===== config.mk =====
export PLATFORM = sky130hd
export DESIGN_NAME = mem_addr_pipe
export DESIGN_NICKNAME = d
export VERILOG_FILES = /design/src/source/mem_addr_pkg.sv /design/src/source/mem_decode.sv /design/src/source/agen.sv /design/src/source/mem_issue.sv /design/src/source/mem_addr_pipe.sv
export VERILOG_INCLUDE_DIRS = /design/src /design/src/include
export SDC_FILE = /design/constraint.sdc
export NUM_CORES = 1
export LEC_CHECK = 0
export BUFFER_PORTS_ARGS = -buffer_cell sky130_fd_sc_hd__buf_4
export CORE_MARGIN = 3
export CORE_UTILIZATION = 54
export CTS_CLUSTER_DIAMETER = 120
export DETAILED_ROUTE_END_ITERATION = 12
export PLACE_DENSITY = 0.77
export REMOVE_ABC_BUFFERS = 1
export SLEW_MARGIN = 20
export SYNTH_ARGS = -nofsm -noshare
export SYNTH_HDL_FRONTEND = slang
export SYNTH_SLANG_ARGS = --single-unit

===== constraint.sdc =====
create_clock -name clk -period 6.08 [get_ports clk]
set_clock_uncertainty 0.15 [all_clocks]
set_input_delay 0.912 -clock clk [delete_from_list [all_inputs] [get_ports clk]]
set_output_delay 0.912 -clock clk [all_outputs]
set_load 0.1 [all_outputs]

===== src/include/mem_addr_cfg.svh =====
/*
 * sizes and credit counts for the memory-address pipeline
 */
`ifndef MEM_ADDR_CFG_SVH
`define MEM_ADDR_CFG_SVH

// ====================
// datapath widths
// ====================
// address and operand width
`define ADDR_W 64
// instruction word width
`define INST_W 64
// tag carried with each instruction
`define TAG_W 4

// ====================
// flow control
// ====================
// issue buffer depth, equal to the source credits after reset
`define IN_CREDITS 4
// requests the memory port may hold
`define MEM_CREDITS 2
// width of the credit counters
`define CRED_W 3

`endif


===== src/source/mem_addr_pkg.sv =====
/*
 * shared types of the memory-address pipeline
 * opcode, access size and fault cause enums
 */
package mem_addr_pkg;

	// ====================
	// opcodes
	// ====================
	// low two bits give the access size for every load and store
	// bit 2 selects the indexed form, bit 5 marks a store
	typedef enum logic [6:0] {
		LDB  = 7'h10,
		LDW  = 7'h11,
		LDT  = 7'h12,
		LDO  = 7'h13,
		LDBX = 7'h14,
		LDWX = 7'h15,
		LDTX = 7'h16,
		LDOX = 7'h17,
		POP  = 7'h18,
		STB  = 7'h20,
		STW  = 7'h21,
		STT  = 7'h22,
		STO  = 7'h23,
		STBX = 7'h24,
		STWX = 7'h25,
		STTX = 7'h26,
		STOX = 7'h27,
		PUSH = 7'h28
	} mem_op_e;

	// ====================
	// access size
	// ====================
	// encoding equals log2 of the size in bytes
	typedef enum logic [1:0] {
		SZ_B = 2'd0,
		SZ_W = 2'd1,
		SZ_T = 2'd2,
		SZ_O = 2'd3
	} acc_size_e;

	// fault causes reported instead of a memory request
	typedef enum logic {
		FAULT_ALIGN   = 1'b0,
		FAULT_ILLEGAL = 1'b1
	} fault_e;

endpackage


===== src/source/mem_decode.sv =====
/*
 * stage 1 of the memory-address pipeline
 * splits the instruction word and registers the decoded fields
 */
`include "mem_addr_cfg.svh"

module mem_decode (
	input  logic                    clk,
	input  logic                    rst_n,
	input  logic                    in_valid,
	input  logic [`INST_W-1:0]      in_inst,
	input  logic [`ADDR_W-1:0]      in_a,
	input  logic [`ADDR_W-1:0]      in_c,
	input  logic [`TAG_W-1:0]       in_tag,
	output logic                    dec_valid,
	output mem_addr_pkg::mem_op_e   dec_op,
	output logic                    dec_illegal,
	output mem_addr_pkg::acc_size_e dec_size,
	output logic                    dec_store,
	output logic                    dec_scale,
	output logic [`ADDR_W-1:0]      dec_disp,
	output logic [1:0]              dec_push_cnt,
	output logic [`ADDR_W-1:0]      dec_a,
	output logic [`ADDR_W-1:0]      dec_c,
	output logic [`TAG_W-1:0]       dec_tag
);

	mem_addr_pkg::mem_op_e   op_raw;
	mem_addr_pkg::acc_size_e op_size;
	logic                    op_store;
	logic                    op_illegal;

	// opcode field in bits 6 to 0
	assign op_raw = mem_addr_pkg::mem_op_e'(in_inst[6:0]);

	// ====================
	// opcode lookup
	// ====================
	always_comb begin
		op_size    = mem_addr_pkg::SZ_B;
		op_store   = 1'b0;
		op_illegal = 1'b0;
		case (op_raw)
			mem_addr_pkg::LDB, mem_addr_pkg::LDBX: op_size = mem_addr_pkg::SZ_B;
			mem_addr_pkg::LDW, mem_addr_pkg::LDWX: op_size = mem_addr_pkg::SZ_W;
			mem_addr_pkg::LDT, mem_addr_pkg::LDTX: op_size = mem_addr_pkg::SZ_T;
			mem_addr_pkg::LDO, mem_addr_pkg::LDOX: op_size = mem_addr_pkg::SZ_O;
			mem_addr_pkg::POP: op_size = mem_addr_pkg::SZ_O;
			mem_addr_pkg::STB, mem_addr_pkg::STBX, mem_addr_pkg::STW, mem_addr_pkg::STWX,
			mem_addr_pkg::STT, mem_addr_pkg::STTX, mem_addr_pkg::STO, mem_addr_pkg::STOX: begin
				// store sizes follow the low two opcode bits
				op_size  = mem_addr_pkg::acc_size_e'(in_inst[1:0]);
				op_store = 1'b1;
			end
			mem_addr_pkg::PUSH: begin
				op_size  = mem_addr_pkg::SZ_O;
				op_store = 1'b1;
			end
			// anything outside the enum is dropped later as a fault
			default: op_illegal = 1'b1;
		endcase
	end

	// valid is the only control bit here
	always_ff @(posedge clk) begin
		if (!rst_n) begin
			dec_valid <= 1'b0;
		end else begin
			dec_valid <= in_valid;
		end
	end

	// payload fields
	always_ff @(posedge clk) begin
		dec_op       <= op_raw;
		dec_illegal  <= op_illegal;
		dec_size     <= op_size;
		dec_store    <= op_store;
		dec_scale    <= in_inst[28];
		// byte displacement in bits 22 to 8, sign extended
		dec_disp     <= {{(`ADDR_W-15){in_inst[22]}}, in_inst[22:8]};
		dec_push_cnt <= in_inst[35:34];
		dec_a        <= in_a;
		dec_c        <= in_c;
		dec_tag      <= in_tag;
	end

	// decoded opcode must be fully known when it is used downstream
	a_op_known: assert property (@(posedge clk) disable iff (!rst_n)
		dec_valid |-> !$isunknown(dec_op));

endmodule


===== src/source/agen.sv =====
/*
 * stage 2 of the memory-address pipeline
 * effective address from base, scaled index, displacement and stack forms
 */
`include "mem_addr_cfg.svh"

module agen (
	input  logic                    clk,
	input  logic                    rst_n,
	input  logic                    dec_valid,
	input  mem_addr_pkg::mem_op_e   dec_op,
	input  logic                    dec_illegal,
	input  mem_addr_pkg::acc_size_e dec_size,
	input  logic                    dec_store,
	input  logic                    dec_scale,
	input  logic [`ADDR_W-1:0]      dec_disp,
	input  logic [1:0]              dec_push_cnt,
	input  logic [`ADDR_W-1:0]      dec_a,
	input  logic [`ADDR_W-1:0]      dec_c,
	input  logic [`TAG_W-1:0]       dec_tag,
	output logic                    ag_valid,
	output logic [`ADDR_W-1:0]      ag_addr,
	output mem_addr_pkg::acc_size_e ag_size,
	output logic                    ag_store,
	output logic                    ag_illegal,
	output logic [`TAG_W-1:0]       ag_tag
);

	logic [1:0]         sc;
	logic [`ADDR_W-1:0] cx;
	logic [`ADDR_W-1:0] push_off;
	logic [`ADDR_W-1:0] ma;

	// ====================
	// index scaling
	// ====================
	// size encoding is already log2 of the byte count
	assign sc = dec_scale ? dec_size : 2'd0;
	assign cx = dec_c << sc;

	// push moves the stack down by eight bytes per count
	assign push_off = {{(`ADDR_W-5){1'b0}}, dec_push_cnt, 3'b000};

	// ====================
	// address forms
	// ====================
	always_comb begin
		case (dec_op)
			// base plus displacement
			mem_addr_pkg::LDB, mem_addr_pkg::LDW, mem_addr_pkg::LDT, mem_addr_pkg::LDO,
			mem_addr_pkg::STB, mem_addr_pkg::STW, mem_addr_pkg::STT, mem_addr_pkg::STO:
				ma = dec_a + dec_disp;
			// base plus index plus displacement
			mem_addr_pkg::LDBX, mem_addr_pkg::LDWX, mem_addr_pkg::LDTX, mem_addr_pkg::LDOX,
			mem_addr_pkg::STBX, mem_addr_pkg::STWX, mem_addr_pkg::STTX, mem_addr_pkg::STOX:
				ma = dec_a + cx + dec_disp;
			mem_addr_pkg::PUSH:
				ma = dec_a - push_off;
			// pop reads at the current stack pointer
			mem_addr_pkg::POP:
				ma = dec_a;
			// illegal ops never reach memory, address only goes to the fault port
			default:
				ma = dec_a + dec_disp;
		endcase
	end

	// ====================
	// stage register
	// ====================
	always_ff @(posedge clk) begin
		if (!rst_n) begin
			ag_valid <= 1'b0;
		end else begin
			ag_valid <= dec_valid;
		end
	end

	// address and attributes passed on to issue
	always_ff @(posedge clk) begin
		ag_addr    <= ma;
		ag_size    <= dec_size;
		ag_store   <= dec_store;
		ag_illegal <= dec_illegal;
		ag_tag     <= dec_tag;
	end

	// a pop leaves with the base it was decoded with
	a_pop_base: assert property (@(posedge clk) disable iff (!rst_n)
		dec_valid && dec_op == mem_addr_pkg::POP |=> ag_valid && ag_addr == $past(dec_a));

endmodule


===== src/source/mem_issue.sv =====
/*
 * stage 3 of the memory-address pipeline
 * ordered issue buffer, alignment check, memory credits, request and fault ports
 */
`include "mem_addr_cfg.svh"

module mem_issue (
	input  logic                      clk,
	input  logic                      rst_n,
	input  logic                      ag_valid,
	input  logic [`ADDR_W-1:0]        ag_addr,
	input  mem_addr_pkg::acc_size_e   ag_size,
	input  logic                      ag_store,
	input  logic                      ag_illegal,
	input  logic [`TAG_W-1:0]         ag_tag,
	input  logic                      mem_credit,
	output logic                      in_credit,
	output logic                      req_valid,
	output logic [`ADDR_W-1:0]        req_addr,
	output mem_addr_pkg::acc_size_e   req_size,
	output logic                      req_store,
	output logic [`TAG_W-1:0]         req_tag,
	output logic                      fault_valid,
	output logic [`ADDR_W-1:0]        fault_addr,
	output mem_addr_pkg::fault_e      fault_cause,
	output logic [`TAG_W-1:0]         fault_tag
);

	localparam int DEPTH    = `IN_CREDITS;
	localparam int PTR_W    = $clog2(`IN_CREDITS);
	localparam int LAST_PTR = DEPTH - 1;
	localparam int MCRED    = `MEM_CREDITS;

	// buffer storage, payload only
	logic [`ADDR_W-1:0]      q_addr    [DEPTH];
	mem_addr_pkg::acc_size_e q_size    [DEPTH];
	logic                    q_store   [DEPTH];
	logic                    q_illegal [DEPTH];
	logic [`TAG_W-1:0]       q_tag     [DEPTH];

	logic [PTR_W-1:0]  wr_ptr;
	logic [PTR_W-1:0]  rd_ptr;
	logic [`CRED_W-1:0] cnt;
	logic [`CRED_W-1:0] mcnt;

	logic                    head_valid;
	logic [`ADDR_W-1:0]      head_addr;
	mem_addr_pkg::acc_size_e head_size;
	logic                    head_store;
	logic                    head_illegal;
	logic [`TAG_W-1:0]       head_tag;
	logic [2:0]              align_mask;
	logic                    head_fault;
	logic                    depart;
	logic                    spend;
	logic                    bypass;
	logic                    wr_en;
	logic                    rd_en;

	// ====================
	// head selection
	// ====================
	// an empty buffer lets the incoming entry act as head
	assign head_valid   = (cnt != '0) || ag_valid;
	assign head_addr    = (cnt != '0) ? q_addr[rd_ptr]    : ag_addr;
	assign head_size    = (cnt != '0) ? q_size[rd_ptr]    : ag_size;
	assign head_store   = (cnt != '0) ? q_store[rd_ptr]   : ag_store;
	assign head_illegal = (cnt != '0) ? q_illegal[rd_ptr] : ag_illegal;
	assign head_tag     = (cnt != '0) ? q_tag[rd_ptr]     : ag_tag;

	// low address bits that must be zero for natural alignment
	always_comb begin
		case (head_size)
			mem_addr_pkg::SZ_W: align_mask = 3'b001;
			mem_addr_pkg::SZ_T: align_mask = 3'b011;
			mem_addr_pkg::SZ_O: align_mask = 3'b111;
			default:            align_mask = 3'b000;
		endcase
	end

	assign head_fault = head_illegal || ((head_addr[2:0] & align_mask) != 3'b000);
	// faults leave at once, requests wait for a memory credit
	assign depart     = head_valid && (head_fault || (mcnt != '0));
	assign spend      = depart && !head_fault;
	assign bypass     = (cnt == '0) && ag_valid && depart;
	assign wr_en      = ag_valid && !bypass;
	assign rd_en      = depart && (cnt != '0);

	// ====================
	// buffer control
	// ====================
	always_ff @(posedge clk) begin
		if (!rst_n) begin
			wr_ptr <= '0;
			rd_ptr <= '0;
			cnt    <= '0;
		end else begin
			if (wr_en) begin
				wr_ptr <= (wr_ptr == LAST_PTR[PTR_W-1:0]) ? '0 : wr_ptr + 1'b1;
			end
			if (rd_en) begin
				rd_ptr <= (rd_ptr == LAST_PTR[PTR_W-1:0]) ? '0 : rd_ptr + 1'b1;
			end
			case ({wr_en, rd_en})
				2'b10:   cnt <= cnt + 1'b1;
				2'b01:   cnt <= cnt - 1'b1;
				default: cnt <= cnt;
			endcase
		end
	end

	always_ff @(posedge clk) begin
		if (wr_en) begin
			q_addr[wr_ptr]    <= ag_addr;
			q_size[wr_ptr]    <= ag_size;
			q_store[wr_ptr]   <= ag_store;
			q_illegal[wr_ptr] <= ag_illegal;
			q_tag[wr_ptr]     <= ag_tag;
		end
	end

	// memory credits, return and spend may coincide
	always_ff @(posedge clk) begin
		if (!rst_n) begin
			mcnt <= MCRED[`CRED_W-1:0];
		end else begin
			case ({mem_credit, spend})
				2'b10:   mcnt <= mcnt + 1'b1;
				2'b01:   mcnt <= mcnt - 1'b1;
				default: mcnt <= mcnt;
			endcase
		end
	end

	// ====================
	// output registers
	// ====================
	always_ff @(posedge clk) begin
		if (!rst_n) begin
			req_valid   <= 1'b0;
			fault_valid <= 1'b0;
			in_credit   <= 1'b0;
		end else begin
			req_valid   <= spend;
			fault_valid <= depart && head_fault;
			// one source credit back per departure
			in_credit   <= depart;
		end
	end

	always_ff @(posedge clk) begin
		req_addr    <= head_addr;
		req_size    <= head_size;
		req_store   <= head_store;
		req_tag     <= head_tag;
		fault_addr  <= head_addr;
		// illegal opcode outranks misalignment
		fault_cause <= head_illegal ? mem_addr_pkg::FAULT_ILLEGAL : mem_addr_pkg::FAULT_ALIGN;
		fault_tag   <= head_tag;
	end

	// source credits keep the buffer from overflowing
	a_no_wr_full: assert property (@(posedge clk) disable iff (!rst_n)
		wr_en |-> cnt != DEPTH[`CRED_W-1:0]);
	// memory never returns more than it was given
	a_mcnt_max: assert property (@(posedge clk) disable iff (!rst_n)
		mcnt <= MCRED[`CRED_W-1:0]);
	a_req_credit: assert property (@(posedge clk) disable iff (!rst_n)
		req_valid |-> $past(mcnt) != '0);
	a_one_port: assert property (@(posedge clk) disable iff (!rst_n)
		!(req_valid && fault_valid));

endmodule


===== src/source/mem_addr_pipe.sv =====
/*
 * top level of the memory-address pipeline
 * decode, address generation and issue stages
 */
`include "mem_addr_cfg.svh"

module mem_addr_pipe (
	input  logic                    clk,
	input  logic                    rst_n,
	input  logic                    in_valid,
	input  logic [`INST_W-1:0]      in_inst,
	input  logic [`ADDR_W-1:0]      in_a,
	input  logic [`ADDR_W-1:0]      in_c,
	input  logic [`TAG_W-1:0]       in_tag,
	input  logic                    mem_credit,
	output logic                    in_credit,
	output logic                    req_valid,
	output logic [`ADDR_W-1:0]      req_addr,
	output mem_addr_pkg::acc_size_e req_size,
	output logic                    req_store,
	output logic [`TAG_W-1:0]       req_tag,
	output logic                    fault_valid,
	output logic [`ADDR_W-1:0]      fault_addr,
	output mem_addr_pkg::fault_e    fault_cause,
	output logic [`TAG_W-1:0]       fault_tag
);

	// ====================
	// decode to agen
	// ====================
	logic                    dec_valid;
	mem_addr_pkg::mem_op_e   dec_op;
	logic                    dec_illegal;
	mem_addr_pkg::acc_size_e dec_size;
	logic                    dec_store;
	logic                    dec_scale;
	logic [`ADDR_W-1:0]      dec_disp;
	logic [1:0]              dec_push_cnt;
	logic [`ADDR_W-1:0]      dec_a;
	logic [`ADDR_W-1:0]      dec_c;
	logic [`TAG_W-1:0]       dec_tag;

	// agen to issue
	logic                    ag_valid;
	logic [`ADDR_W-1:0]      ag_addr;
	mem_addr_pkg::acc_size_e ag_size;
	logic                    ag_store;
	logic                    ag_illegal;
	logic [`TAG_W-1:0]       ag_tag;

	mem_decode i_mem_decode (
		.clk, .rst_n, .in_valid, .in_inst, .in_a, .in_c, .in_tag,
		.dec_valid, .dec_op, .dec_illegal, .dec_size, .dec_store, .dec_scale,
		.dec_disp, .dec_push_cnt, .dec_a, .dec_c, .dec_tag
	);

	agen i_agen (
		.clk, .rst_n,
		.dec_valid, .dec_op, .dec_illegal, .dec_size, .dec_store, .dec_scale,
		.dec_disp, .dec_push_cnt, .dec_a, .dec_c, .dec_tag,
		.ag_valid, .ag_addr, .ag_size, .ag_store, .ag_illegal, .ag_tag
	);

	// buffer and memory port
	mem_issue i_mem_issue (
		.clk, .rst_n,
		.ag_valid, .ag_addr, .ag_size, .ag_store, .ag_illegal, .ag_tag,
		.mem_credit, .in_credit,
		.req_valid, .req_addr, .req_size, .req_store, .req_tag,
		.fault_valid, .fault_addr, .fault_cause, .fault_tag
	);

endmodule


==> impl_metrics.json <==
{
  "multiInputGateArea_sq_um": 15100,
  "cpPeakStageDelay_ns": 0.60,
  "post_synth.cell_area_avg_sq_um": 10.1,
  "hold_path_class": "reg2reg",
  "layout_worst_path_cycle_share_pct": 90.6,
  "p_int_mw": 9.09,
  "hold_buffers": 0,
  "required_ns": 6.39,
  "routed_wl_mm": 84.5,
  "path_buf_inv": 1,
  "maxCapViolations": 0,
  "drt-initial-drc-count": 2290,
  "n_fill_cell": 4578,
  "ys_warn_count": 0,
  "syn2layout_area_growth_pct": 14.5,
  "stdcell_count": 4191,
  "root_buffer": "clkbuf_16",
  "cts_buffer_depth": 3,
  "grtUsageTotal_pct": 26.6,
  "antenna_found_initial": 3,
  "postSynthCellCount": 3176,
  "io_buffer_count": 303,
  "status": "finished, final reports clean",
  "synth_cell_types": 87,
  "vias": 24400,
  "finalHoldViolCount": 0,
  "ys_seq_elements": 610,
  "yosys.area.top_type": "edfxtp_1",
  "fin_crit_ns": 5.51,
  "setup_viol_count_final": 0,
  "p_leak_nw": 15.9,
  "cts.clk_slew.worst_paths_ns": 0.06,
  "gp_congestion": 0.984,
  "cts_resized": 0,
  "startpoint_type": "flip-flop",
  "crit_path_end_kind": "flip-flop",
  "ir_worst_vdd_v": 0.000661,
  "worstMarginPinSlew_ns": 0.901,
  "dieArea_sq_um": 62400,
  "crit_type": "reg2reg",
  "dieHeight_microns": 250,
  "grt_max_degree": 73,
  "rrSetupSlack_ns": 0.57,
  "clkPwrFrac_pct": 22.1,
  "cts_inserted_buffers": 59,
  "drtPass1Iterations": 6,
  "placedInstanceArea_sq_um": 34700,
  "power.switching_mw": 7.93,
  "critPathMaxFanout": 18,
  "synth_edf_count": 288,
  "core-area_sq_um": 58200,
  "yosysSeqAreaShare_pct": 47.0,
  "crit_family": "compound AO/OA/AOI/OAI gates",
  "antenna_cells": 0,
  "design_area_sq_um": 36800,
  "dp.cells": 4079,
  "die_w_microns": 250,
  "row_count": 88,
  "seqCellArea_sq_um": 15100,
  "final_max_slew_viol_count": 0,
  "arrival_ns": 5.82,
  "insertion_delay_ns": 0.65,
  "synthFlopType": "dfxtp_1",
  "p_per_area_nw_per_um2": 463,
  "synth_top_area_share_pct": 26.9,
  "slowest_stage": "dfxtp_1",
  "path_cells": "nand2_4, mux2_2, o21ai_0, fa_1, inv_1, ha_1, o21ai_0, o21ai_0, nand4_1, o2111ai_1, a31oi_1, o41ai_2, a31oi_1, o21a_1, xor2_1, o221ai_1",
  "crit_top_cell": "o21ai_0",
  "top_level_ports": 343,
  "post-route-drc-count": 0,
  "netlist_top_cells_count": "nand2_1, dfxtp_1, edfxtp_1, inv_1, a21oi_1",
  "antenna_left": 0,
  "nets": 3777,
  "power_frac_comb_pct": 46.4,
  "drive_above_1_share_pct": 16.1,
  "grt_pass1_wl_mm": 132,
  "fmaxAchievable_mhz": 182,
  "post_cts_buffers": 0,
  "cts_max_level": 2,
  "async_flop_share_pct": 0,
  "seqPwrFrac_pct": 31.5,
  "grt_pass1_vias": 23600,
  "dp_hpwl_mm": 61.8,
  "swShare_pct": 46.6,
  "yosys.cell_count.top_type": "nand2_1",
  "grt.overflow.total": 0,
  "vias_per_cell": 5.82,
  "wl_per_cell_microns": 20.2,
  "cts.sinks": 610,
  "synthTopCellsByArea": "edfxtp_1, dfxtp_1, nand2_1, ha_1, mux4_2",
  "rsz0062_at_grt": "no",
  "synth_area_sq_um": 32100,
  "cts_tree": "built",
  "start_util_pct": 55.1,
  "slew_headroom_pct": 38.4
}
[metal layers]
layer,up-vias,share of wire [%],track usage (%)
met5,-,0.012,0
met3,124,9.0,5.09
met2,1058,45,41.7
met4,2,2.2,6.37
met1,11600,44,38.3
li1,11600,-,-
[cell usage in the layout (no fill, tap or decap), types with 72 or more instances in the layout]
cell type / netlist / final
a21oi_1: 200 / 200
buf_4: 68 / 327
dfxtp_1: 322 / 319
edfxtp_1: 288 / 288
ha_1: 134 / 134
inv_1: 248 / 247
mux4_2: 72 / 72
nand2_1: 555 / 553
nor2_1: 149 / 148
o21ai_0: 151 / 151
[path summary, 6_finish.rpt]
kind | to | depth (start not counted) | from
worst max-delay path | i_agen.ag_addr[58] | 16 | i_mem_decode.dec_scale
worst min-delay path | i_agen.ag_tag[1] | 0 | i_mem_decode.dec_tag[1]
worst max register to register | i_agen.ag_addr[58] | 16 | i_mem_decode.dec_scale
worst min register to register | i_agen.ag_tag[1] | 0 | i_mem_decode.dec_tag[1]
[registers in the layout (all words and copies together) (netlist names), 7 cells and up, named ones only]
name / flops
i_mem_decode.dec_disp: 15
i_mem_decode.dec_op: 7
i_mem_decode.dec_c: 64
i_agen.ag_addr: 64
i_mem_issue.req_addr: 64
i_mem_issue.q_tag: 16
i_mem_issue.q_size: 8
i_mem_decode.dec_a: 64
i_mem_issue.q_addr: 256
[power by group through the flow]
stage / Combinational [mW] / Sequential (mW) / Clock (mW)
floorplan: 2.44 / 8.95 / 0
CTS: 7.89 / 5.36 / 3.83
detailed placement: 7.84 / 5.44 / 0
finish: 7.90 / 5.36 / 3.76
global route: 8.29 / 5.43 / 3.99
global placement: 7.78 / 5.41 / 0
[kinds of logic (layout without fill, tap and decap cells)]
group / Yosys count / after routing / synth area share (%)
fa+ha+maj: 202 / 202 / 9.46
simple gates: 996 / 996 / 14.0
flops: 610 / 610 / 47.0
buf+inv: 445 / 695 / 6.03
mux: 142 / 142 / 7.24
compound gates: 667 / 667 / 13.2
xor+xnor: 114 / 114 / 3.11
[layout make-up]
type	count	share of cell area (%)
inverters	248	2.53
multi-input cells	2121	41.1
flip-flops and latches	610	41.1
repair buffers	335	7.11
well taps	765	2.60
clock buffers	79	4.58
clock inverters	33	0.983
[through the flow]
stage                     power (mW)  setup TNS, ns  utilization [%]  hold WS [ns]  worst slack (ns)
after floorplan                 11.4        -361.56                -         0.160             -1.22
after global placement          13.2              0             59.6         0.161             0.712
after detailed placement        13.3              0             59.6         0.163             0.684
after CTS                       17.1              0             63.1         0.178             0.645
after global routing            17.7              0             63.1         0.191             0.261
final                           17.0              0             63.1         0.176             0.571
No activity file was read; power rests on OpenSTA's default activity.
